--- config.mk ---
export PLATFORM = sky130hd
export DESIGN_NAME = sched_axil_regs
export DESIGN_NICKNAME = d
export VERILOG_FILES = /design/src/common/sched_pkg.sv /design/src/hdl/sched_axil_regs.sv
export SDC_FILE = /design/constraint.sdc
export NUM_CORES = 1
export LEC_CHECK = 0
export ABC_AREA = 1
export BUFFER_PORTS_ARGS = -buffer_cell sky130_fd_sc_hd__buf_2
export CORE_UTILIZATION = 35
export DETAILED_ROUTE_END_ITERATION = 8
export PLACE_DENSITY_LB_ADDON = 0.3
export SLEW_MARGIN = 20
export SYNTH_ARGS = -nofsm -noshare
export SYNTH_HDL_FRONTEND = slang
export SYNTH_SLANG_ARGS = --single-unit
--- constraint.sdc ---
create_clock -name clk -period 4.19 [get_ports clk]
set_clock_uncertainty 0.15 [all_clocks]
set_input_delay 0 -clock clk [delete_from_list [all_inputs] [get_ports clk]]
set_output_delay 0 -clock clk [all_outputs]
set_load 0.02 [all_outputs]
--- src/common/sched_pkg.sv ---
/* Shared layout for the accelerator scheduler. Ids and counts travel as 8 bits,
   so MAX_ACCS and MAX_ACC_TYPES must both stay at or below 256 */
`default_nettype none

package sched_pkg;

  // ~~~~~~~~~~~~~~~~~~~~~~~~~~~~~~~~~~~~~~~~~~~~~~~~~~~
  // Bitinfo layout
  // ~~~~~~~~~~~~~~~~~~~~~~~~~~~~~~~~~~~~~~~~~~~~~~~~~~~
  localparam int task_type_bits       = 40;
  localparam int words_per_acc_type   = 11;
  localparam int xtasks_config_offset = 22;                // First type record
  localparam logic [31:0] bitinfo_end_word = 32'hFFFF_FFFF;

  localparam int w0_type_lsb = 16;     // Word0 [31:16] carries type [15:0]
  localparam int w1_type_msb = 23;     // Word1 [23:0] carries type [39:16]

  localparam int id_bits = 8;

  // Words needed to hold the header plus every type record
  function automatic int bitinfo_depth(input int max_types);
    return xtasks_config_offset + words_per_acc_type * max_types;
  endfunction

  typedef struct packed {
    logic [task_type_bits-1:0] task_type;
    logic [id_bits-1:0]        acc_id;     // First id of this type
    logic [id_bits-1:0]        count_m1;   // Instances minus one
  } sched_entry_t;

  // ~~~~~~~~~~~~~~~~~~~~~~~~~~~~~~~~~~~~~~~~~~~~~~~~~~~
  // Register map, byte offsets
  // ~~~~~~~~~~~~~~~~~~~~~~~~~~~~~~~~~~~~~~~~~~~~~~~~~~~
  localparam logic [3:0] reg_type_lo   = 4'h0;
  localparam logic [3:0] reg_type_hi   = 4'h4;   // Write launches a lookup
  localparam logic [3:0] reg_result    = 4'h8;
  localparam logic [3:0] reg_num_types = 4'hC;

  localparam int res_busy_bit  = 31;
  localparam int res_found_bit = 30;
  localparam int res_ready_bit = 29;

  typedef struct packed {
    logic [31:0] awaddr;
    logic        awvalid;
    logic [31:0] wdata;
    logic [3:0]  wstrb;
    logic        wvalid;
    logic        bready;
    logic [31:0] araddr;
    logic        arvalid;
    logic        rready;
  } axil_req_t;

  typedef struct packed {
    logic        awready;
    logic        wready;
    logic        bvalid;
    logic [1:0]  bresp;
    logic        arready;
    logic        rvalid;
    logic [31:0] rdata;
    logic [1:0]  rresp;
  } axil_rsp_t;

endpackage

`default_nettype wire
--- src/hdl/sched_axil_regs.sv ---
/* AXI4-Lite slave for the lookup registers, one outstanding transfer per channel.
   Responses are always OKAY; a type_hi write while busy or before table ready is dropped */
`default_nettype none

module sched_axil_regs (
  input  logic                 clk,
  input  logic                 rstn,
  input  sched_pkg::axil_req_t axil_req,
  output sched_pkg::axil_rsp_t axil_rsp,
  output logic                 lookup_start,
  output logic [39:0]          lookup_type,
  input  logic                 lookup_done,
  input  logic                 found,
  input  logic [7:0]           acc_id,
  input  logic                 table_ready,
  input  logic [7:0]           num_types
);

  logic        aw_rdy;
  logic        bvalid;
  logic        ar_rdy;
  logic        rvalid;
  logic [31:0] rdata;
  logic [31:0] type_lo;
  logic [7:0]  type_hi;
  logic        busy;
  logic        res_found;
  logic [7:0]  res_id;
  logic        wr_fire;
  logic        rd_fire;
  logic        launch;
  logic [31:0] rd_word;

  assign wr_fire = aw_rdy && axil_req.awvalid && axil_req.wvalid;
  assign rd_fire = ar_rdy && axil_req.arvalid;
  assign launch  = wr_fire && axil_req.awaddr[3:0] == sched_pkg::reg_type_hi &&
                   table_ready && !busy;

  assign lookup_type = {type_hi, type_lo};

  assign axil_rsp = '{awready: aw_rdy, wready: aw_rdy, bvalid: bvalid, bresp: 2'b00,
                      arready: ar_rdy, rvalid: rvalid, rdata: rdata, rresp: 2'b00};

  // ~~~~~~~~~~~~~~~~~~~~~~~~~~~~~~~~~~~~~~~~~~~~~~~~~~~
  // Write channel and lookup control
  // ~~~~~~~~~~~~~~~~~~~~~~~~~~~~~~~~~~~~~~~~~~~~~~~~~~~
  always_ff @(posedge clk) begin
    if (!rstn) begin
      aw_rdy       <= 1'b0;
      bvalid       <= 1'b0;
      lookup_start <= 1'b0;
      busy         <= 1'b0;
      res_found    <= 1'b0;
      res_id       <= '0;
    end else begin
      // Address and data are taken together, one cycle of ready
      aw_rdy <= !aw_rdy && !bvalid && axil_req.awvalid && axil_req.wvalid;
      if (bvalid && axil_req.bready) begin
        bvalid <= 1'b0;
      end
      if (wr_fire) begin
        bvalid <= 1'b1;
      end
      lookup_start <= launch;
      if (launch) begin
        busy <= 1'b1;
      end else if (lookup_done) begin
        busy      <= 1'b0;
        res_found <= found;
        res_id    <= acc_id;
      end
    end
  end

  always_ff @(posedge clk) begin
    if (wr_fire) begin
      if (axil_req.awaddr[3:0] == sched_pkg::reg_type_lo) begin
        for (int b = 0; b < 4; b++) begin
          if (axil_req.wstrb[b]) begin
            type_lo[8*b +: 8] <= axil_req.wdata[8*b +: 8];
          end
        end
      end
      if (axil_req.awaddr[3:0] == sched_pkg::reg_type_hi && axil_req.wstrb[0]) begin
        type_hi <= axil_req.wdata[7:0];
      end
    end
  end

  // ~~~~~~~~~~~~~~~~~~~~~~~~~~~~~~~~~~~~~~~~~~~~~~~~~~~
  // Read channel
  // ~~~~~~~~~~~~~~~~~~~~~~~~~~~~~~~~~~~~~~~~~~~~~~~~~~~
  always_comb begin
    rd_word = '0;   // Unknown and write-only offsets read as zero
    case (axil_req.araddr[3:0])
      sched_pkg::reg_result: begin
        rd_word[sched_pkg::res_busy_bit]  = busy;
        rd_word[sched_pkg::res_found_bit] = res_found;
        rd_word[sched_pkg::res_ready_bit] = table_ready;
        rd_word[7:0]                      = res_id;
      end
      sched_pkg::reg_num_types: rd_word = 32'(num_types);
      default: rd_word = '0;
    endcase
  end

  always_ff @(posedge clk) begin
    if (!rstn) begin
      ar_rdy <= 1'b0;
      rvalid <= 1'b0;
    end else begin
      ar_rdy <= !ar_rdy && !rvalid && axil_req.arvalid;
      if (rvalid && axil_req.rready) begin
        rvalid <= 1'b0;
      end
      if (rd_fire) begin
        rvalid <= 1'b1;
      end
    end
  end

  always_ff @(posedge clk) begin
    if (rd_fire) begin
      rdata <= rd_word;   // Held stable while rvalid waits on rready
    end
  end

endmodule

`default_nettype wire

==> reports/metrics.yaml <==
status:
  status: "completed"
power_and_ir_drop:
  p_leak_nw: 1.91
  comb_power_share: 0.105
  p_sw_frac: 0.220
  clock_power_share: 0.399
  power_density_mw_per_mm2: 346
  p_seq_frac: 0.497
  total_power_mw: 1.44
  ir_drop_mv: 0.209
  intPower_mw: 1.13
  switchingPower_mw: 0.317
clock_network:
  cts_setup_buffers: 0
  cts_root_buf: "clkbuf_8"
  insertion_delay_ns: 0.33
  htree_levels: 3
  clk_pin_slew_worst_paths_ns: 0.07
  cts_buffers: 9
  cts_resized: 0
  cts_sinks: 66
  cts_tree: "yes"
  clockBufferDepth: 2
synthesis:
  synth_top_family_by_area: "buffers and inverters"
  ys_ff_latch: 66
  synthMuxAreaShare: 0
  syn-instance-count: 216
  synth-xor-area-share: 0
  synthAdderAreaFrac: 0
  yosys.area_share.simple: 0.120
  yosysUniqueCellTypes: 24
  syn-mean-instance-area_um2: 12.4
  ys_seq_area_frac: 0.682
  ys_warn_count: 0
  synth_compound_area_frac: 0.0424
  netlist_area_mm2: 0.00269
placement:
  finalWeightedCongestion: 0.682
  io_buffers: 126
  dp.cells: 430
  hpwl_um: 3980
  placed_area_mm2: 0.00326
final_layout:
  final_cells: 515
  diodes: 0
  multi_input_area_um2: 544
  seq_area_mm2: 0.00183
  n_fill_cell: 624
  finalNetCount: 537
  drive_gt1_frac: 0.385
  syn_to_final_growth_pct: 55.3
  fin_area_mm2: 0.00417
grt:
  grt_max_degree: 21
  first_global_vias: 2000
  gr-usage-all-layers: 0.158
  grt_antenna_before_repair: 0
  overflow: 0
  grt_pass1_wl_um: 9210
floorplan:
  initial_core_util: 0.367
  die_w_um: 89.6
  die_area_mm2: 0.00803
  coreArea_mm2: 0.00733
  io_pins: 208
  die_y_um: 89.6
  num_rows: 31
detailed_routing:
  via_per_inst: 4.05
  wl_um: 6430
  drtIter0Drc: 49
  vias: 2087
  ant_nets: 0
  wl_per_cell_um: 12.5
  firstDrtPassIters: 4
  route.detailed.drc: 0
timing:
  hold_slack_ns: 0.0103
  max_slew_margin: 0.300
  hold_viol: 0
  tightest_slew_ns: 1.05
  setup_tns_ns: 0
  setup_viol: 0
  fmax_mhz: 481
  rsz0062_at_grt: "no"
  finalCriticalPeriod_ns: 2.08
  drv_slew: 0
  fin_crit_sh: 0.496
worst_setup_path:
  cp_data_required_time_ns: 4.31
  start_kind: "register"
  crit_arrival_ns: 2.20
  setup.worst_path.end_class: "register"
  critPathKind: "reg -> reg"
  cp_max_fo: 20
min_path:
  hold_class: "in -> reg"
job:
  drv_cap: 0
-- cell families after synthesis --
kind of cell / count (synthesis)
other: 1
flip-flops: 66
AND/OR/NAND/NOR: 57
AO/OA/AOI/OAI: 20
buffers and inverters: 72
-- layer usage --
| metal | GRT usage | vias up | wire (µm) |
|---|---|---|---|
| met1 | 0.182 | 928 | 2630 |
| met3 | 0.0448 | 10 | 525 |
| met5 | 0 | - | 0 |
| li1 | - | 1044 | - |
| met2 | 0.273 | 105 | 3160 |
| met4 | 0.0736 | 0 | 124 |
-- cells in the mapped netlist (all sizes together) --
| cell | count | area, µm² |
|---|---|---|
| edfxtp | 51 | 1530 |
| nand2 | 18 | 70.1 |
| conb | 1 | 3.75 |
| nor4 | 1 | 6.26 |
| buf | 35 | 278 |
| o22ai | 8 | 50.1 |
| nand3 | 12 | 118 |
| a21oi | 12 | 63.8 |
| or2 | 1 | 6.26 |
| nand3b | 1 | 7.51 |
| dfxtp | 15 | 300 |
| inv | 36 | 135 |
| clkbuf | 1 | 3.75 |
| nor2 | 19 | 81.3 |
| nor3 | 2 | 10.0 |
| nor3b | 3 | 22.5 |
-- metrics by stage --
stage | utilization | setup slack (ns)
after detailed placement | 0.444 | 2.10
after floorplan | - | 2.29
after global routing | 0.569 | 1.94
after global placement | 0.444 | 2.14
final | 0.569 | 2.11
after CTS | 0.567 | 2.03
-- power groups by stage --
stage | sequential [mW] | clock (mW) | combinational, mW
after floorplan | 0.733 | 0 | 0.0762
after global placement | 0.732 | 0 | 0.0967
after detailed placement | 0.732 | 0 | 0.0983
after CTS | 0.717 | 0.591 | 0.149
after global routing | 0.719 | 0.613 | 0.167
final | 0.717 | 0.576 | 0.151
-- worst max-delay path: stages (launching register included) --
cell	delay [ns]
dfxtp_1	0.42
nand3_4	0.18
nor2_4	0.12
nand2_2	0.29
nand3_2	0.14
nand2_1	0.05
dlygate4sd3_1	0.57
nor2_1	0.10
-- layout make-up --
class | instances | share of cell area
Inverter | 36 | 0.0324
Clock buffer | 11 | 0.0315
Tap cell | 99 | 0.0297
Sequential cell | 66 | 0.439
Timing Repair Buffer | 196 | 0.318
Multi-Input combinational cell | 102 | 0.130
Clock inverter | 5 | 0.0189
-- worst paths after layout --
kind                              startpoint     endpoint  slack, ns  depth (start not counted)
worst min-delay path            axil_req[38]  type_lo[23]       0.01                          2
worst min register to register        ar_rdy       ar_rdy       0.29                          1
worst max register to register        aw_rdy    res_id[3]       2.11                          7
worst max-delay path                  aw_rdy    res_id[3]       2.11                          7
-- sequential cells by signal, summed over array words and instances, names as in the netlist, 8 cells and up --
name     cells
type_lo     32
rdata       11
res_id       8
type_hi      8
-- cells in the final DEF (no fill, tap or decap) --
cell           instances
a21oi_1               11
a21oi_2                1
buf_2                126
buf_4                  1
bufinv_16              2
clkbuf_1               2
clkbuf_8               9
clkinv_2               2
clkinv_4               1
conb_1                25
dfxtp_1               15
dlygate4sd3_1         69
edfxtp_1              51
inv_1                 35
inv_2                  1
nand2_1               17
nand2_2                1
nand3_1                2
nand3_2                9
nand3_4                1
nand3b_1               1
nor2_1                17
nor2_2                 1
nor2_4                 1
nor3_1                 1
nor3_2                 1
nor3b_1                1
nor3b_2                2
nor4_1                 1
o22ai_1                8
or2_2                  1
-- timing repair --
item,in CTS,in global routing
setup endpoints to repair,0,0
hold endpoints to repair,67,0
hold buffers,69,0
Power figures use the tool's default switching activity.
