File: src/common/sched_pkg.sv
/* Shared layout for the accelerator scheduler. Ids and counts travel as 8 bits,
   so MAX_ACCS and MAX_ACC_TYPES must both stay at or below 256 */
`default_nettype none

package sched_pkg;

  // ~~~~~~~~~~~~~~~~~~~~~~~~~~~~~~~~~~~~~~~~~~~~~~~~~~~
  // Bitinfo layout
  // ~~~~~~~~~~~~~~~~~~~~~~~~~~~~~~~~~~~~~~~~~~~~~~~~~~~
  localparam int task_type_bits       = 40;
  localparam int words_per_acc_type   = 11;
  localparam int xtasks_config_offset = 22;                // First type record
  localparam logic [31:0] bitinfo_end_word = 32'hFFFF_FFFF;

  localparam int w0_type_lsb = 16;     // Word0 [31:16] carries type [15:0]
  localparam int w1_type_msb = 23;     // Word1 [23:0] carries type [39:16]

  localparam int id_bits = 8;

  // Words needed to hold the header plus every type record
  function automatic int bitinfo_depth(input int max_types);
    return xtasks_config_offset + words_per_acc_type * max_types;
  endfunction

  typedef struct packed {
    logic [task_type_bits-1:0] task_type;
    logic [id_bits-1:0]        acc_id;     // First id of this type
    logic [id_bits-1:0]        count_m1;   // Instances minus one
  } sched_entry_t;

  // ~~~~~~~~~~~~~~~~~~~~~~~~~~~~~~~~~~~~~~~~~~~~~~~~~~~
  // Register map, byte offsets
  // ~~~~~~~~~~~~~~~~~~~~~~~~~~~~~~~~~~~~~~~~~~~~~~~~~~~
  localparam logic [3:0] reg_type_lo   = 4'h0;
  localparam logic [3:0] reg_type_hi   = 4'h4;   // Write launches a lookup
  localparam logic [3:0] reg_result    = 4'h8;
  localparam logic [3:0] reg_num_types = 4'hC;

  localparam int res_busy_bit  = 31;
  localparam int res_found_bit = 30;
  localparam int res_ready_bit = 29;

  typedef struct packed {
    logic [31:0] awaddr;
    logic        awvalid;
    logic [31:0] wdata;
    logic [3:0]  wstrb;
    logic        wvalid;
    logic        bready;
    logic [31:0] araddr;
    logic        arvalid;
    logic        rready;
  } axil_req_t;

  typedef struct packed {
    logic        awready;
    logic        wready;
    logic        bvalid;
    logic [1:0]  bresp;
    logic        arready;
    logic        rvalid;
    logic [31:0] rdata;
    logic [1:0]  rresp;
  } axil_rsp_t;

endpackage

`default_nettype wire
File: src/scheduler/sched_bitinfo_parser.sv
/* Walks the bitinfo once after reset and fills the scheduling table.
   Five cycles per type, four for the end marker; no reload afterwards */
`default_nettype none

module sched_bitinfo_parser #(
  parameter int MAX_ACCS = 16,
  parameter int MAX_ACC_TYPES = 16,
  localparam int addr_bits = $clog2(sched_pkg::bitinfo_depth(MAX_ACC_TYPES)),
  localparam int tbl_bits = $clog2(MAX_ACC_TYPES)
) (
  input  logic                   clk,
  input  logic                   rstn,
  output logic [addr_bits-1:0]   bitinfo_addr,
  output logic                   bitinfo_en,
  input  logic [31:0]            bitinfo_dout,
  output logic                   tbl_a_en,
  output logic [tbl_bits-1:0]    tbl_a_addr,
  output sched_pkg::sched_entry_t tbl_a_din,
  output logic                   table_ready,
  output logic [7:0]             num_types
);

  localparam int acc_bits = $clog2(MAX_ACCS);

  typedef enum logic [2:0] {
    st_start,
    st_issue,
    st_rd0,
    st_rd1,
    st_write,
    st_check,
    st_done
  } state_t;

  state_t state;

  logic [addr_bits-1:0] offset;
  logic [acc_bits-1:0]  first_id;
  logic [31:0]          word0;
  logic [23:0]          type_hi;
  logic [acc_bits:0]    count;      // One bit wider so MAX_ACCS instances fit
  logic [acc_bits-1:0]  count_m1;
  logic                 is_end;

  assign count    = word0[acc_bits:0];
  assign count_m1 = acc_bits'(count - 1'b1);
  assign is_end   = word0 == sched_pkg::bitinfo_end_word;

  assign bitinfo_addr = offset;
  assign bitinfo_en   = state == st_issue || state == st_rd0;
  assign tbl_a_en     = state == st_write;
  assign tbl_a_addr   = num_types[tbl_bits-1:0];
  assign table_ready  = state == st_done;

  assign tbl_a_din.task_type = {type_hi, word0[31:sched_pkg::w0_type_lsb]};
  assign tbl_a_din.acc_id    = 8'(first_id);
  assign tbl_a_din.count_m1  = 8'(count_m1);

  // Word captures, the ROM answers one cycle after en
  always_ff @(posedge clk) begin
    if (state == st_rd0) begin
      word0 <= bitinfo_dout;
    end
    if (state == st_rd1) begin
      type_hi <= bitinfo_dout[sched_pkg::w1_type_msb:0];
    end
  end

  always_ff @(posedge clk) begin
    if (!rstn) begin
      state     <= st_start;
      offset    <= addr_bits'(sched_pkg::xtasks_config_offset);
      first_id  <= '0;
      num_types <= '0;
    end else begin
      case (state)
        st_start: state <= st_issue;
        st_issue: begin
          offset <= offset + 1'b1;  // Word1 follows word0
          state  <= st_rd0;
        end
        st_rd0: begin
          offset <= offset + addr_bits'(sched_pkg::words_per_acc_type - 1);
          state  <= st_rd1;
        end
        // Word0 is in hand here, so the end marker skips the write
        st_rd1: state <= is_end ? st_check : st_write;
        st_write: begin
          num_types <= num_types + 1'b1;
          first_id  <= acc_bits'(first_id + count);
          state     <= st_check;
        end
        st_check: begin
          if (is_end || num_types == 8'(MAX_ACC_TYPES)) begin
            state <= st_done;
          end else begin
            state <= st_issue;
          end
        end
        default: state <= st_done;   // Parsed, stays here until reset
      endcase
    end
  end

endmodule

`default_nettype wire

File: config.mk
export PLATFORM = sky130hd
export DESIGN_NAME = sched_bitinfo_parser
export DESIGN_NICKNAME = d
export VERILOG_FILES = /design/src/common/sched_pkg.sv /design/src/scheduler/sched_bitinfo_parser.sv
export SDC_FILE = /design/constraint.sdc
export NUM_CORES = 1
export LEC_CHECK = 0
export BUFFER_PORTS_ARGS = -buffer_cell sky130_fd_sc_hd__buf_4
export CAP_MARGIN = 25
export CORE_MARGIN = 4
export CORE_UTILIZATION = 37
export CTS_CLUSTER_SIZE = 25
export DETAILED_ROUTE_END_ITERATION = 12
export GPL_TIMING_DRIVEN = 0
export PLACE_DENSITY_LB_ADDON = 0.1
export SYNTH_ARGS = -nofsm -noshare
export SYNTH_HDL_FRONTEND = slang
export SYNTH_SLANG_ARGS = --single-unit
File: constraint.sdc
create_clock -name clk -period 3.8 [get_ports clk]
set_clock_uncertainty 0.1 [all_clocks]
set_input_delay 0 -clock clk [delete_from_list [all_inputs] [get_ports clk]]
set_output_delay 0 -clock clk [all_outputs]
set_load 0.01 [all_outputs]
==> results.py, run 1 <==
metrics = {
    "logic_synthesis": {
        "ys_top_cells_by_area": "edfxtp_1 (51%), dfxtp_1 (14%), buf_4 (6.9%), ha_1 (3.4%), xor2_1 (2.4%)",
        "synth_edf_count": 56,
        "synth_cell_types": 41,
        "synthFlopType": "edfxtp_1",
        "synth.ff_latch_count": 79,
        "syn-cell-area_sq_mm": 0.00327,
        "synth_top_area_frac": 0.515,
        "ys_warn_count": 0,
        "avgSynthCellArea_sq_um": 13.6,
        "seq_area_frac_synth": 0.655,
        "synth_commonest_cells": "edfxtp_1 (56), buf_4 (30), dfxtp_1 (23)",
        "syn_inst": 240,
        "synthArstFlopShare": 0,
        "yosysMostFrequentCell": "edfxtp_1",
        "yosysTopAreaCell": "edfxtp_1",
    },
    "floorplanning": {
        "die_x_um": 102,
        "core_area_sq_mm": 0.00868,
        "start_util": 0.377,
        "row_count": 34,
        "die_y_um": 102,
        "ios": 113,
        "die_area_sq_mm": 0.0104,
    },
    "detailed_routing": {
        "via_per_inst": 4.51,
        "first_pass_iters": 6,
        "num_vias": 2300,
        "ant_nets": 0,
        "drcViolationCount": 0,
        "wl_per_cell_um": 13.5,
        "drt_iter0_drc": 29,
        "routed_wl_mm": 6.89,
    },
    "power": {
        "finalPower_mw": 2.08,
        "seqPwrFrac": 0.515,
        "clkPwrFrac": 0.276,
        "power_frac_comb": 0.209,
        "p_leak_nw": 1.98,
        "ir_drop_mv": 0.248,
        "switching_power_mw": 0.584,
        "power.density_mw_per_mm2": 437,
        "netSwitchingFraction": 0.281,
        "intPower_mw": 1.49,
    },
    "worst_setup_path": {
        "cp-startpoint": "state[0]$_SDFF_PN0_",
        "start_kind": "flip-flop",
        "r2r_start": "state[0]$_SDFF_PN0_",
        "worstSetupPathType": "reg2reg",
        "end_kind": "flip-flop",
        "cp_max_fo": 18,
        "cp.required_ps": 3980,
        "critPathArrivalTime_ps": 2290,
    },
    "global_routing": {
        "grt_overflow": 0,
        "antenna_found_initial": 0,
        "grt_pass1_wl_mm": 11.0,
        "grt.total_usage": 0.137,
        "grt_max_degree": 20,
        "grt_pass1_vias": 2317,
    },
    "clocking": {
        "cts_num_sinks": 79,
        "clk_latency_ps": 340,
        "cts-root-buf": "clkbuf_8",
        "postCtsSetupRepairBufs": 0,
        "cts_buffer_depth": 2,
        "h-tree-depth": 3,
        "cts_tree": "done",
        "clkTransAtPathRegs_ps": 90,
        "cts_buffers": 9,
        "cts-resized-gates": 0,
    },
    "run_status": {
        "status": "completed",
    },
    "timing": {
        "max_slew.worst_pin.slew_ps": 929,
        "post-route-min-period_ps": 2110,
        "holdWs_ps": 270,
        "hold_viol_final": 0,
        "max_freq_mhz": 474,
        "drv_slew": 0,
        "finalSetupViolCount": 0,
        "period_share": 0.555,
        "rsz0062_at_grt": "false",
        "fin_tns_setup_ps": 0,
        "slew_headroom": 0.380,
    },
    "min_path": {
        "hold_path.class": "in2reg",
        "hold_start": "bitinfo_dout[29]",
    },
    "placement": {
        "place_hpwl_mm": 4.97,
        "gp_congestion": 0.711,
        "io_buffer_count": 104,
    },
    "layout": {
        "drive_gt1_frac": 0.398,
        "area_delta_synth_final_pct": 45.6,
        "utilization": 0.548,
        "antenna_cells": 0,
        "nets": 441,
    },
    "job": {
        "drv_cap": 0,
    },
}
metrics by stage:
stage,setup slack (ps),std cells,cell area [sq um]
6_report,1690,510,4760
3_3_place_gp,219,459,4210
5_1_grt,1470,510,4760
2_1_floorplan,999,247,3290
3_5_place_dp,1660,461,4250
4_1_cts,1630,510,4760
kinds of logic (layout without fill, tap and decap cells):
family / Yosys count / after routing / synth area share
AO/OA/AOI/OAI: 26 / 26 / 0.0524
XOR/XNOR: 12 / 12 / 0.0322
adder cells (fa/ha/maj): 10 / 10 / 0.0406
buffers and inverters: 44 / 199 / 0.0877
flip-flops: 79 / 79 / 0.655
multiplexers: 5 / 5 / 0.0153
other: 1 / 8 / 0.00115
AND/OR/NAND/NOR: 63 / 63 / 0.115
metal layers:
layer  part of all wire  vias to the layer above  routed length (um)  GRT usage
li1                   -                     1152                   -          -
met1               0.41                     1059                2860      0.163
met2               0.48                       80                3320      0.229
met3              0.091                        9                 624     0.0560
met4              0.012                        0                  83     0.0424
met5                  0                        -                   0          0
placed cells by master, fill, tap and decap left out, types with 2 or more instances in the layout:
master / n
buf_4: 134
edfxtp_1: 56
dlygate4sd3_1: 33
dfxtp_1: 23
nor2_1: 14
nand4_1: 12
nand2_1: 11
inv_1: 10
xor2_1: 9
ha_1: 9
clkbuf_8: 9
conb_1: 8
a21oi_1: 7
o21ai_0: 5
mux2i_1: 5
and3_1: 4
a211oi_1: 4
a31oi_1: 4
nor3b_4: 3
xnor2_1: 3
nor4_1: 3
nand2b_1: 3
clkinv_1: 2
nand3_1: 2
a21o_1: 2
or3_1: 2
clkinv_4: 2
clkinvlp_4: 2
buf_8: 2
critical path: stages (launching register included):
cell and delay [ps]:
dfxtp_1 320, buf_4 170, nor3b_4 780, a31oi_1 260
a21oi_1 230, mux2i_1 200
state kept, by name (all words and copies together) (netlist names):
register,cells
type_hi,24
state,3
bitinfo_addr,8
word0,32
num_types,8
first_id,4
what timing repair did:
item / in CTS / in global routing
endpoints found under the setup margin: 0 / 0
hold buffers: 33 / 0
endpoints found under the hold margin: 60 / 0
power by group through the flow:
stage	Combinational, mW	Clock (mW)	Sequential (mW)
6_report	0.434	0.574	1.07
5_1_grt	0.479	0.625	1.08
4_1_cts	0.442	0.592	1.07
3_5_place_dp	0.414	0	1.09
3_3_place_gp	0.393	0	1.09
2_1_floorplan	0.210	0	1.10
final cells by class:
class                      count  area, sq um
inverter                      11         41.3
clock buffer                   9          124
clock inverter                 7         56.3
fill                         760         3920
multi-input combinational    124          875
buffer                        33          245
tap                          108          135
timing repair buffer         139         1140
sequential                    79         2140
worst paths after layout:
path                             endpoint  slack [ps]  cells past startpoint
max          bitinfo_addr[6]$_SDFFE_PN0P_        1690                      5
min                   word0[29]$_DFFE_PP_         270                      2
max reg2reg  bitinfo_addr[6]$_SDFFE_PN0P_        1690                      5
min reg2reg      first_id[3]$_SDFFE_PN0P_         380                      2
Note: power is estimated with default switching activity, not from simulation.
==> run 2, diff against run 1 <==
Settings changed: ABC_AREA set to 1.
Clock period 3.8 ns to 1.9 ns, I/O delays scaled along.
==> results.py, run 2 <==
metrics = {
    "worst_setup_path": {
        "r2r_start": "state[1]$_SDFF_PN0_",
        "ff2ff_path_depth": 3,
        "start_kind": "flip-flop",
        "crit_path_end": "type_hi[8]$_DFFE_PP_",
        "cpPeakStageDelay_ps": 530,
        "cp-startpoint": "state[1]$_SDFF_PN0_",
        "cp_max_fo": 17,
        "cp.required_ps": 1860,
        "slowest_stage": "nor3_4",
        "r2r_slack_ps": 210,
        "critPathArrivalTime_ps": 1650,
        "timing.rr.end": "type_hi[8]$_DFFE_PP_",
        "cp_cell_sequence": "inv_2 -> nor3_4 -> buf_16",
        "end_kind": "flip-flop",
        "worstSetupPathType": "reg2reg",
    },
    "min_path": {
        "holdPathStages": 2,
        "hold_path.class": "in2reg",
    },
    "placement": {
        "gp_congestion": 0.748,
        "place_hpwl_mm": 5.21,
        "placed_area_sq_mm": 0.00431,
        "io_buffer_count": 104,
    },
    "clocking": {
        "cts_tree": "done",
        "cts_buffer_depth": 2,
        "clk_latency_ps": 350,
        "cts_buffers": 9,
        "clkTransAtPathRegs_ps": 90,
        "cts-root-buf": "clkbuf_8",
        "postCtsSetupRepairBufs": 0,
        "cts_num_sinks": 79,
        "h-tree-depth": 3,
    },
    "logic_synthesis": {
        "synth_commonest_cells": "edfxtp_1 (56), nand2_1 (51), buf_4 (28), nor2_1 (28), dfxtp_1 (23)",
        "synth_simple_gate_area_frac": 0.148,
        "synth.ff_latch_count": 79,
        "synth_top_area_frac": 0.505,
        "ys_warn_count": 0,
        "synthFlopType": "edfxtp_1",
        "avgSynthCellArea_sq_um": 11.4,
        "seq_area_frac_synth": 0.643,
        "yosysMostFrequentCell": "edfxtp_1",
        "synth_compound_area_frac": 0.0518,
        "syn_inst": 292,
        "synth_edf_count": 56,
        "synth_cell_types": 29,
        "synth_xor_area_frac": 0.0210,
        "ys_top_cells_by_area": "edfxtp_1 (50%), dfxtp_1 (14%), buf_4 (6.3%), nand2_1 (5.7%), ha_1 (3.4%)",
        "synth_top_family_by_area": "simple AND/OR/NAND/NOR gates",
        "synth_mux_area_frac": 0,
        "synth_fa_ha_area_frac": 0.0398,
        "syn-cell-area_sq_mm": 0.00333,
        "synthArstFlopShare": 0,
        "yosysTopAreaCell": "edfxtp_1",
    },
    "global_routing": {
        "grt.total_usage": 0.138,
        "antenna_found_initial": 0,
        "grt_use_met1": 0.178,
        "top_usage_layer": "met2",
        "met2_usage": 0.224,
        "globalRouteMet3Util": 0.0345,
        "grt_pass1_vias": 2391,
        "grt_max_degree": 36,
        "grt_overflow": 0,
        "grt_pass1_wl_mm": 11.3,
    },
    "layout": {
        "mostFrequentLayoutCells": "buf_4 (132), edfxtp_1 (56), nand2_1 (51)",
        "top_register": "word0",
        "multi_input_area_sq_um": 911,
        "final_common_cell": "buf_4",
        "top_regs": "word0 x32, type_hi x24",
        "regArea_sq_mm": 0.00214,
        "antenna_cells": 0,
        "design_area_sq_mm": 0.00483,
        "drive_gt1_frac": 0.375,
        "nets": 492,
        "n_fill_cell": 802,
        "area_delta_synth_final_pct": 45.1,
        "largest_reg_flops": 32,
    },
    "detailed_routing": {
        "routed_wl_mm": 7.18,
        "drcViolationCount": 0,
        "wl_per_cell_um": 12.8,
        "first_pass_iters": 4,
        "ant_nets": 0,
        "drt_iter0_drc": 76,
        "num_vias": 2433,
        "via_per_inst": 4.34,
    },
    "timing": {
        "hold_viol_final": 0,
        "post-route-min-period_ps": 1690,
        "period_share": 0.889,
        "drv_slew": 0,
        "rsz0062_at_grt": "false",
        "fin_tns_setup_ps": 0,
        "holdWs_ps": 270,
        "finalSetupViolCount": 0,
        "max_freq_mhz": 592,
        "max_slew.worst_pin.slew_ps": 596,
        "slew_headroom": 0.602,
    },
    "job": {
        "drv_cap": 0,
    },
    "floorplanning": {
        "ios": 113,
        "start_util": 0.382,
        "die_area_sq_mm": 0.0106,
        "die_y_um": 103,
        "die_x_um": 103,
        "row_count": 34,
        "core_area_sq_mm": 0.00872,
    },
    "power": {
        "ir_drop_mv": 0.424,
        "power.density_mw_per_mm2": 784,
        "p_leak_nw": 2.06,
    },
    "run_status": {
        "status": "completed",
    },
}
[run 2: changes by cell type in the layout (fill, tap and decap cells not counted), moves of 5 or more]
cell,before,now
a21oi_1,7,17
inv_1,10,21
inv_2,0,5
mux2i_1,5,0
nand2_1,11,51
nand4_1,12,2
nor2_1,14,28
[run 2: kinds of logic after synthesis]
family	Yosys count
buffers and inverters	56
xor gates and xnor gates	8
DFF	79
AOI/OAI and AO/OA	33
other	1
adders and majority gates	10
and+or+nand+nor	105
[run 2: cell type report]
| type | instances | share of cell area |
|---|---|---|
| Sequential cell | 79 | 0.443 |
| Tap cell | 108 | 0.0280 |
| Inverter | 27 | 0.0220 |
| Clock buffer | 9 | 0.0256 |
| Buffer | 29 | 0.0445 |
| Multi-Input combinational cell | 164 | 0.188 |
| Clock inverter | 7 | 0.0129 |
| Timing Repair Buffer | 138 | 0.236 |
[run 2: what timing repair did]
action | in CTS | in global routing
hold endpoints to repair | 71 | 0
pin swaps | 0 | 0
resized for setup | 1 | 1
setup endpoints to repair | 2 | 1
hold buffers | 33 | 0
gates cloned | 0 | 0
[run 2: routing by layer]
metal	vias to the layer above	share of wire
met5	-	0
met4	0	0.013
met3	10	0.066
met2	60	0.49
met1	1112	0.43
li1	1251	-
[run 2: metrics by stage]
stage | instances | power [mW] | worst slack [ps] | utilization
global placement | 511 | 2.57 | -188 | 0.491
finish | 561 | 3.79 | 210 | 0.554
CTS | 561 | 3.85 | 106 | 0.554
global route | 561 | 3.99 | 63.9 | 0.554
floorplan | 299 | 2.34 | 204 | -
detailed placement | 512 | 2.59 | -139 | 0.495
[run 2: how the worst min path moves through the flow]
stage                           from                    end
floorplan            bitinfo_dout[0]   type_hi[0]$_DFFE_PP_
global placement    bitinfo_dout[25]    word0[25]$_DFFE_PP_
detailed placement  bitinfo_dout[25]    word0[25]$_DFFE_PP_
CTS                 bitinfo_dout[11]  type_hi[11]$_DFFE_PP_
global route        bitinfo_dout[22]  type_hi[22]$_DFFE_PP_
finish              bitinfo_dout[22]  type_hi[22]$_DFFE_PP_
[run 2: power by group]
part	total (mW)	internal, mW	leakage, nW	switching (mW)
sequential	2.01	1.94	0.697	0.0676
combinational	0.588	0.301	1.26	0.287
clock	1.19	0.507	0.0984	0.682
[run 2: worst max-delay path: cells and delay by family, from the launching register on]
kind | cells | cell delay [ps]
and+or+nand+nor | 1 | 530
DFF | 1 | 420
buffers and inverters | 2 | 350
