**config.mk**
```make
export PLATFORM = sky130hd
export DESIGN_NAME = sched_dispatch
export DESIGN_NICKNAME = d
export VERILOG_FILES = /design/src/common/sched_pkg.sv /design/src/scheduler/sched_dispatch.sv
export SDC_FILE = /design/constraint.sdc
export NUM_CORES = 1
export LEC_CHECK = 0
export BUFFER_PORTS_ARGS = -buffer_cell sky130_fd_sc_hd__buf_4
export CAP_MARGIN = 20
export CORE_AREA = 2 2 112 114
export DETAILED_ROUTE_END_ITERATION = 10
export DIE_AREA = 0 0 114 116
export GPL_TIMING_DRIVEN = 0
export PLACE_DENSITY = 0.76
export RECOVER_POWER = 50
export SETUP_SLACK_MARGIN = 0.4
export SLEW_MARGIN = 20
export SYNTH_ARGS = -nofsm -noshare
export SYNTH_HDL_FRONTEND = slang
export SYNTH_SLANG_ARGS = --single-unit
```
**constraint.sdc**
```tcl
create_clock -name clk -period 2.6 [get_ports clk]
set_input_delay 0.52 -clock clk [delete_from_list [all_inputs] [get_ports clk]]
set_output_delay 0.52 -clock clk [all_outputs]
set_load 0.03 [all_outputs]
```
**src/common/sched_pkg.sv**
```systemverilog
/* Shared layout for the accelerator scheduler. Ids and counts travel as 8 bits,
   so MAX_ACCS and MAX_ACC_TYPES must both stay at or below 256 */
`default_nettype none

package sched_pkg;

  // ~~~~~~~~~~~~~~~~~~~~~~~~~~~~~~~~~~~~~~~~~~~~~~~~~~~
  // Bitinfo layout
  // ~~~~~~~~~~~~~~~~~~~~~~~~~~~~~~~~~~~~~~~~~~~~~~~~~~~
  localparam int task_type_bits       = 40;
  localparam int words_per_acc_type   = 11;
  localparam int xtasks_config_offset = 22;                // First type record
  localparam logic [31:0] bitinfo_end_word = 32'hFFFF_FFFF;

  localparam int w0_type_lsb = 16;     // Word0 [31:16] carries type [15:0]
  localparam int w1_type_msb = 23;     // Word1 [23:0] carries type [39:16]

  localparam int id_bits = 8;

  // Words needed to hold the header plus every type record
  function automatic int bitinfo_depth(input int max_types);
    return xtasks_config_offset + words_per_acc_type * max_types;
  endfunction

  typedef struct packed {
    logic [task_type_bits-1:0] task_type;
    logic [id_bits-1:0]        acc_id;     // First id of this type
    logic [id_bits-1:0]        count_m1;   // Instances minus one
  } sched_entry_t;

  // ~~~~~~~~~~~~~~~~~~~~~~~~~~~~~~~~~~~~~~~~~~~~~~~~~~~
  // Register map, byte offsets
  // ~~~~~~~~~~~~~~~~~~~~~~~~~~~~~~~~~~~~~~~~~~~~~~~~~~~
  localparam logic [3:0] reg_type_lo   = 4'h0;
  localparam logic [3:0] reg_type_hi   = 4'h4;   // Write launches a lookup
  localparam logic [3:0] reg_result    = 4'h8;
  localparam logic [3:0] reg_num_types = 4'hC;

  localparam int res_busy_bit  = 31;
  localparam int res_found_bit = 30;
  localparam int res_ready_bit = 29;

  typedef struct packed {
    logic [31:0] awaddr;
    logic        awvalid;
    logic [31:0] wdata;
    logic [3:0]  wstrb;
    logic        wvalid;
    logic        bready;
    logic [31:0] araddr;
    logic        arvalid;
    logic        rready;
  } axil_req_t;

  typedef struct packed {
    logic        awready;
    logic        wready;
    logic        bvalid;
    logic [1:0]  bresp;
    logic        arready;
    logic        rvalid;
    logic [31:0] rdata;
    logic [1:0]  rresp;
  } axil_rsp_t;

endpackage

`default_nettype wire
```
**src/scheduler/sched_dispatch.sv**
```systemverilog
/* Linear table search, two cycles per entry, first match wins.
   Round-robin position is kept per table entry and does not track busy accelerators */
`default_nettype none

module sched_dispatch #(
  parameter int MAX_ACCS = 16,
  parameter int MAX_ACC_TYPES = 16,
  localparam int tbl_bits = $clog2(MAX_ACC_TYPES)
) (
  input  logic                    clk,
  input  logic                    rstn,
  input  logic                    lookup_start,
  input  logic [39:0]             lookup_type,
  input  logic [7:0]              num_types,
  output logic [tbl_bits-1:0]     tbl_b_addr,
  input  sched_pkg::sched_entry_t tbl_b_dout,
  output logic                    lookup_done,
  output logic                    found,
  output logic [7:0]              acc_id
);

  localparam int acc_bits = $clog2(MAX_ACCS);

  typedef enum logic [1:0] {
    st_idle,
    st_issue,
    st_cmp
  } state_t;

  state_t state;

  logic [tbl_bits-1:0] idx;
  logic [39:0]         want;
  logic [acc_bits-1:0] rr [MAX_ACC_TYPES];   // Next instance offset per entry
  logic                hit;
  logic                last;
  logic [acc_bits-1:0] pick;
  logic [acc_bits-1:0] rr_next;

  assign tbl_b_addr = idx;
  assign hit  = tbl_b_dout.task_type == want;
  assign last = 8'(idx) + 8'd1 == num_types;
  assign pick = acc_bits'(tbl_b_dout.acc_id[acc_bits-1:0] + rr[idx]);
  assign rr_next = (rr[idx] == tbl_b_dout.count_m1[acc_bits-1:0]) ? '0 : rr[idx] + 1'b1;

  always_ff @(posedge clk) begin
    if (state == st_idle && lookup_start) begin
      want <= lookup_type;
    end
  end

  always_ff @(posedge clk) begin
    if (!rstn) begin
      state       <= st_idle;
      idx         <= '0;
      lookup_done <= 1'b0;
      found       <= 1'b0;
      acc_id      <= '0;
      for (int i = 0; i < MAX_ACC_TYPES; i++) begin
        rr[i] <= '0;
      end
    end else begin
      lookup_done <= 1'b0;
      case (state)
        st_idle: begin
          if (lookup_start) begin
            idx <= '0;
            if (num_types == 8'd0) begin     // Empty table answers at once
              lookup_done <= 1'b1;
              found       <= 1'b0;
              acc_id      <= '0;
            end else begin
              state <= st_issue;
            end
          end
        end
        st_issue: state <= st_cmp;   // Table read in flight
        st_cmp: begin
          if (hit) begin
            lookup_done <= 1'b1;
            found       <= 1'b1;
            acc_id      <= 8'(pick);
            rr[idx]     <= rr_next;
            state       <= st_idle;
          end else if (last) begin
            lookup_done <= 1'b1;
            found       <= 1'b0;
            acc_id      <= '0;
            state       <= st_idle;
          end else begin
            idx   <= idx + 1'b1;
            state <= st_issue;
          end
        end
        default: state <= st_idle;
      endcase
    end
  end

endmodule

`default_nettype wire

```
==> results of run 1 <==
[power breakdown]
group | switching (mW) | internal (mW) | total [mW]
Combinational | 0.263 | 0.258 | 0.521
Clock | 0.843 | 1.59 | 2.43
Sequential | 0.0411 | 2.20 | 2.24
Total | 1.15 | 4.04 | 5.19
[synthesized netlist by cell type, drive strengths merged, types with 2 or more instances]
cell type / number
a21o: 3
a21oi: 8
a22o: 4
a31oi: 2
and2: 5
and3: 2
buf: 15
clkbuf: 14
dfxtp: 16
edfxtp: 104
ha: 8
inv: 7
mux2: 3
mux2i: 15
mux4: 14
nand2: 20
nand2b: 5
nand3: 8
nand3b: 4
nand4: 2
nor2: 10
nor2b: 4
nor3: 68
nor4: 11
o211ai: 4
o21ai: 16
o31ai: 3
or2: 2
or3: 2
xnor2: 7
xor2: 45
[cells in the final DEF (no fill, tap or decap), types with 6 or more instances in the layout]
cell type,synthesis,routed
mux4_2,5,11
xnor2_1,6,6
edfxtp_1,104,104
nor4_1,10,7
a21oi_1,8,6
clkbuf_4,0,41
mux2i_1,15,6
buf_4,4,99
nor3_1,68,53
buf_12,0,7
clkbuf_16,0,19
nand2_1,20,14
nor2_1,10,8
nand3_1,8,6
o21ai_4,0,16
clkbuf_1,14,12
dfxtp_1,16,12
xor2_1,45,43
nor3_2,0,14
buf_8,1,12
[critical path, stage by stage, from the launching register on]
cell,delay (ns)
dfxtp_2,0.32
buf_6,0.13
mux4_2,0.53
mux2i_4,0.25
mux2i_4,0.14
xor2_2,0.17
a2111oi_4,0.39
buf_12,0.21
buf_8,0.14
nor3_1,0.08
[cells by family after synthesis]
| group | count (synthesis) | share of synthesized area [%] |
|---|---|---|
| other | 1 | 0.0636 |
| AO/OA/AOI/OAI | 47 | 5.46 |
| XOR/XNOR | 52 | 7.85 |
| buffers and inverters | 37 | 3.86 |
| AND/OR/NAND/NOR | 148 | 13.2 |
| multiplexers | 32 | 9.11 |
| flip-flops | 120 | 58.4 |
| adder cells (fa/ha/maj) | 9 | 2.04 |
[through the flow]
step                area [sq um]  instances  setup TNS, ns  hold slack (ns)
finish                      8530        778         -0.168            0.292
global route                8530        778          -4.67            0.283
CTS                         8390        772              0            0.266
detailed placement          7180        705         -71.29            0.445
global placement            7160        704         -65.79            0.436
floorplan                   6170        449              0            0.474
[registers in the layout, summed over array words and instances (netlist names), named ones only]
register / count
lookup_done: 1
tbl_b_addr: 4
rr: 64
acc_id: 4
state: 2
found: 1
want: 40
[area by class of cell]
class / count / area [sq um] / area share, %
clock inverter: 14 / 181 / 2.13
clock buffer: 18 / 429 / 5.03
inverter: 8 / 37.5 / 0.440
sequential: 120 / 3450 / 40.5
buffer: 29 / 377 / 4.42
tap: 147 / 184 / 2.16
timing repair buffer: 150 / 1150 / 13.4
multi-input combinational: 292 / 2720 / 31.9
[routing by layer]
metal / GRT usage (%) / wire length, um / share of wire [%]
met2: 43.6 / 8220 / 51
met1: 29.2 / 5610 / 35
met5: 0 / 0 / 0
met3: 8.05 / 1670 / 10
met4: 11.8 / 695 / 4.3
[worst paths after layout]
check,to,slack (ns),from
worst min-delay path,want[30]$_DFFE_PP_,0.29,lookup_type[30]
worst max register to register,rr[3][3]$_SDFFCE_PN0P_,-0.03,register
worst min register to register,found$_SDFFE_PN0P_,0.45,found$_SDFFE_PN0P_
worst max-delay path,rr[3][3]$_SDFFCE_PN0P_,-0.03,register
[what timing repair did]
action,4_1_cts,5_1_grt
resized for setup,62,39
pin swaps,34,22
endpoints found under the setup margin,142,142
setup buffers,35,6
hold buffers,0,0
==> results.sh, run 1 <==
export IMPL_status="finished with violations"
export IMPL_violations="negative setup slack"
export IMPL_io_buffers=108
export IMPL_powerDensity_nw_per_um2=609
export IMPL_clockBufferDepth=2
export IMPL_tightest_slew_ns=0.990
export IMPL_clk_pin_slew_worst_paths_ns=0.06
export IMPL_ios=121
export IMPL_hold_viol=0
export IMPL_min_period_ns=2.63
export IMPL_criticalPathCategory="reg2reg"
export IMPL_cp_arrival_ns=2.79
export IMPL_drv_slew=0
export IMPL_cts_buffers_inserted=17
export IMPL_dpl_hpwl_um=10700
export IMPL_cp_end_kind="register"
export IMPL_p_total_mw=5.19
export IMPL_netlist_area_sq_um=5890
export IMPL_yosysTopAreaCell="edfxtp_1"
export IMPL_setup_ws_ns=-0.0310
export IMPL_fmaxAchievable_mhz=380
export IMPL_place_gp_congestion=0.893
export IMPL_synth_distinct_cells=53
export IMPL_ys_top_cells_by_area="edfxtp_1 53%, xor2_1 6.7%, nor3_1 5.8%"
export IMPL_n_antenna_cell=0
export IMPL_syn_to_final_growth_pct=44.7
export IMPL_syn_avg_cell_area_sq_um=13.2
export IMPL_grtUsageTotal_pct=25.4
export IMPL_slew_headroom_pct=34.0
export IMPL_grt_antenna_before_repair=0
export IMPL_overflow=0
export IMPL_drc=0
export IMPL_synthArstFlopShare_pct=0
export IMPL_yosysSeqAreaShare_pct=58.4
export IMPL_r2r_cells=9
export IMPL_setup_viol=26
export IMPL_die_h_um=116
export IMPL_fp_dieW_um=114
export IMPL_cp_max_fo=10
export IMPL_startpoint_type="register"
export IMPL_wl_per_cell_um=20.8
export IMPL_dp_slack_ns=-0.849
export IMPL_grt_max_degree=31
export IMPL_maxCapViolCount=0
export IMPL_htree_levels=4
export IMPL_insertion_delay_ns=0.43
export IMPL_drtIter0Drc=258
export IMPL_total_leakage_power_nw=3.12
export IMPL_finalClockSkew_ns=0.00862
export IMPL_synth_top_area_share_pct=53.0
export IMPL_ys_seq_elements=120
export IMPL_yosys_warnings=0
export IMPL_drt_total_wl_um=16200
export IMPL_nets=734
export IMPL_grt_pass1_vias=4634
export IMPL_ir_drop_mv=0.462
export IMPL_rsz0062_at_grt="true"
export IMPL_vias_per_cell=5.78
export IMPL_vias=4495
export IMPL_finalCritPeriodShare_pct=101
export IMPL_holdCritPathClass="in2reg"
export IMPL_final_util_pct=71.6
export IMPL_rows=40
export IMPL_grt_pass1_wl_um=24600
export IMPL_synth_edf_count=104
export IMPL_synthCells=446
export IMPL_cp_data_required_time_ns=2.76
export IMPL_dieArea_sq_um=13200
export IMPL_ant_nets=0
export IMPL_cts_root_buf="clkbuf_16"
export IMPL_synthFlopType="edfxtp_1"
export IMPL_holdPathStages=1
export IMPL_first_pass_iters=5
export IMPL_fill_cells=759
export IMPL_cts_sinks=120
export IMPL_drive_gt1_share_pct=45.6
export IMPL_core_area_sq_um=11900
export IMPL_start_util_pct=49.5
export IMPL_cts_tree="yes"
Note: power is estimated with default switching activity, not from simulation.
==> run 2: changes to the inputs <==
ABC_AREA = 1   (was not set)
CORE_AREA = 2 2 121 123   (was 2 2 112 114)
DIE_AREA = 0 0 123 125   (was 0 0 114 116)
PLACE_DENSITY = 0.67   (was 0.76)
clock period = 3.36 ns   (was 2.6 ns; I/O delays follow)
==> results.sh, run 2 <==
export IMPL_status="finished, final reports clean"
export IMPL_power_frac_comb_pct=16.4
export IMPL_syn_avg_cell_area_sq_um=8.64
export IMPL_fin_tns_setup_ns=0
export IMPL_fin_cells=1051
export IMPL_clk_pin_slew_worst_paths_ns=0.05
export IMPL_finalClockSkew_ns=0.00769
export IMPL_rsz0062_at_grt="false"
export IMPL_maxCapViolCount=0
export IMPL_cellInternalPower_mw=3.03
export IMPL_fmaxAchievable_mhz=354
export IMPL_holdBufCountCts=0
export IMPL_dp_slack_ns=0.425
export IMPL_cts_root_buf="clkbuf_16"
export IMPL_hp_start="lookup_type[29]"
export IMPL_yosys_top_cells_count="229 x nand2_1, 112 x nor2_1, 104 x edfxtp_1, 85 x inv_1, 47 x nand3_1"
export IMPL_r2r_setup_slack_ns=0.53
export IMPL_drc=0
export IMPL_hold_end="want[29]$_DFFE_PP_"
export IMPL_n_antenna_cell=0
export IMPL_finalCritPeriodShare_pct=84.2
export IMPL_wl_met1_um=6280
export IMPL_drive_gt1_share_pct=19.4
export IMPL_synthFlopType="edfxtp_1"
export IMPL_synthCells=724
export IMPL_grtUsageTotal_pct=20.1
export IMPL_io_buffers=107
export IMPL_startpoint_type="register"
export IMPL_final_common_cell="nand2_1"
export IMPL_grt_max_degree=27
export IMPL_drt_total_wl_um=14600
export IMPL_ant_nets=0
export IMPL_rr_endpoint="rr[2][2]$_SDFFCE_PN0P_"
export IMPL_synth_distinct_cells=33
export IMPL_tightest_slew_ns=1.37
export IMPL_yosysSeqAreaShare_pct=55.0
export IMPL_cp_max_fo=10
export IMPL_p_total_mw=4.13
export IMPL_cts_tree="yes"
export IMPL_holdPathStages=1
export IMPL_powerDensity_nw_per_um2=529
export IMPL_switchingPower_mw=1.11
export IMPL_dieArea_sq_um=15400
export IMPL_ios=121
export IMPL_criticalPathCategory="reg2reg"
export IMPL_r2r_cells=13
export IMPL_cp_end_kind="register"
export IMPL_dpl_hpwl_um=11200
export IMPL_yosys_warnings=0
export IMPL_start_util_pct=44.0
export IMPL_synth_top_area_share_pct=49.9
export IMPL_final_cell_mix="230 x nand2_1, 113 x nor2_1, 104 x edfxtp_1, 85 x inv_1, 64 x buf_4"
export IMPL_setup_viol=0
export IMPL_dr_wl_met3_um=1140
export IMPL_p_seq_share_pct=41.8
export IMPL_cts_resized_gates=0
export IMPL_insertion_delay_ns=0.41
export IMPL_power_frac_clock_pct=41.8
export IMPL_grt_pass1_wl_um=23500
export IMPL_yosysMostFrequentCell="nand2_1"
export IMPL_first_pass_iters=5
export IMPL_cp_arrival_ns=2.98
export IMPL_place_gp_congestion=0.866
export IMPL_top_layer_used="met4"
export IMPL_cts_buffers_inserted=17
export IMPL_hold_viol=0
export IMPL_dp_cells=1019
export IMPL_ys_seq_elements=120
export IMPL_ir_drop_mv=0.300
export IMPL_post_cts_buffers=0
export IMPL_vias_per_cell=4.80
export IMPL_die_h_um=125
export IMPL_slew_headroom_pct=8.53
export IMPL_holdCritPathClass="in2reg"
export IMPL_vias=5047
export IMPL_total_leakage_power_nw=3.57
export IMPL_largest_reg_flops=64
export IMPL_netlist_area_sq_um=6260
export IMPL_ys_top_cells_by_area="edfxtp_1 50%, nand2_1 14%, nor2_1 6.7%"
export IMPL_fp_dieW_um=123
export IMPL_cts_sinks=120
export IMPL_htree_levels=4
export IMPL_synthArstFlopShare_pct=0
export IMPL_grt_antenna_before_repair=0
export IMPL_core_area_sq_um=14200
export IMPL_wl_per_cell_um=13.9
export IMPL_rows=44
export IMPL_yosysTopAreaCell="edfxtp_1"
export IMPL_drv_slew=0
export IMPL_wl_met2_um=6930
export IMPL_reg_top3="rr x64, want x40"
export IMPL_grt_pass1_vias=4853
export IMPL_p_sw_share_pct=26.8
export IMPL_cp_data_required_time_ns=3.51
export IMPL_largest_register="rr"
export IMPL_setup_ws_ns=0.532
export IMPL_synth_edf_count=104
export IMPL_fill_cells=1305
export IMPL_min_period_ns=2.83
export IMPL_clockBufferDepth=2
export IMPL_nets=970
export IMPL_overflow=0
export IMPL_drtIter0Drc=334
export IMPL_syn_to_final_growth_pct=24.9
-- run 2: cell count changes after synthesis, sizes merged, moves of 10 or more --
| cell | previous run | this run |
|---|---|---|
| clkbuf | 14 | 4 |
| inv | 7 | 87 |
| mux2i | 15 | 0 |
| mux4 | 14 | 0 |
| nand2 | 20 | 237 |
| nand3 | 8 | 48 |
| nand4 | 2 | 23 |
| nor2 | 10 | 124 |
| nor3 | 68 | 3 |
| nor4 | 11 | 1 |
| xnor2 | 7 | 17 |
| xor2 | 45 | 8 |
-- run 2: layout make-up --
cell class / instances / area (sq um) / area share, %
plain buffers: 24 / 178 / 2.27
clock buffers: 17 / 425 / 5.44
clock inverters: 15 / 135 / 1.73
inverters: 88 / 330 / 4.23
multi-input cells: 495 / 2300 / 29.5
flip-flops and latches: 120 / 3440 / 44.1
well taps: 184 / 230 / 2.95
repair buffers: 108 / 769 / 9.84
-- run 2: stage by stage --
step                      utilization [%]  hold WS [ns]  area (sq um)
after floorplan                         -         0.444          6270
after global placement               51.4         0.462          7300
after detailed placement             51.6         0.469          7330
after CTS                            55.5         0.416          7890
after global routing                 55.0         0.436          7820
final                                55.0         0.456          7820
-- run 2: per-layer routing --
metal | vias up | GRT usage [%]
met5 | - | 0
met1 | 2266 | 24.4
met3 | 21 | 6.93
met4 | 0 | 7.29
li1 | 2576 | -
met2 | 184 | 33.1
-- run 2: worst max-delay path, cell delays in order (launching register included) --
cell,delay (ns)
dfxtp_1,0.31
buf_4,0.18
inv_2,0.10
clkbuf_1,0.41
nor2_1,0.10
o21ai_0,0.11
nand3_1,0.11
nand3_1,0.17
nand2_1,0.23
ha_1,0.29
xor2_1,0.18
nand2_4,0.14
buf_6,0.17
nor2_1,0.05
-- run 2: how the worst max path moves through the flow --
stage          cells past startpoint                       to  slack [ns]
5_1_grt                           13   rr[2][2]$_SDFFCE_PN0P_        0.34
4_1_cts                            9  rr[10][1]$_SDFFCE_PN0P_        0.82
3_3_place_gp                      10  rr[10][1]$_SDFFCE_PN0P_        0.45
2_1_floorplan                      9  rr[10][0]$_SDFFCE_PN0P_        1.02
3_5_place_dp                      10  rr[10][1]$_SDFFCE_PN0P_        0.42
6_report                          13   rr[2][2]$_SDFFCE_PN0P_        0.53
-- run 2: cells by family (layout without fill, tap and decap cells) --
family | after synthesis | count (layout) | synth area share [%]
other | 1 | 4 | 0.0599
XOR/XNOR | 25 | 25 | 3.50
buffers and inverters | 112 | 252 | 8.14
adder cells (fa/ha/maj) | 9 | 9 | 1.92
AO/OA/AOI/OAI | 19 | 19 | 1.64
AND/OR/NAND/NOR | 438 | 438 | 29.7
flip-flops | 120 | 120 | 55.0
-- run 2: power groups by stage --
stage	sequential, mW	clock (mW)	combinational, mW
6_report	1.73	1.73	0.677
5_1_grt	1.74	1.81	0.744
4_1_cts	1.73	1.75	0.693
3_5_place_dp	1.76	0	0.689
3_3_place_gp	1.76	0	0.672
2_1_floorplan	1.76	0	0.435
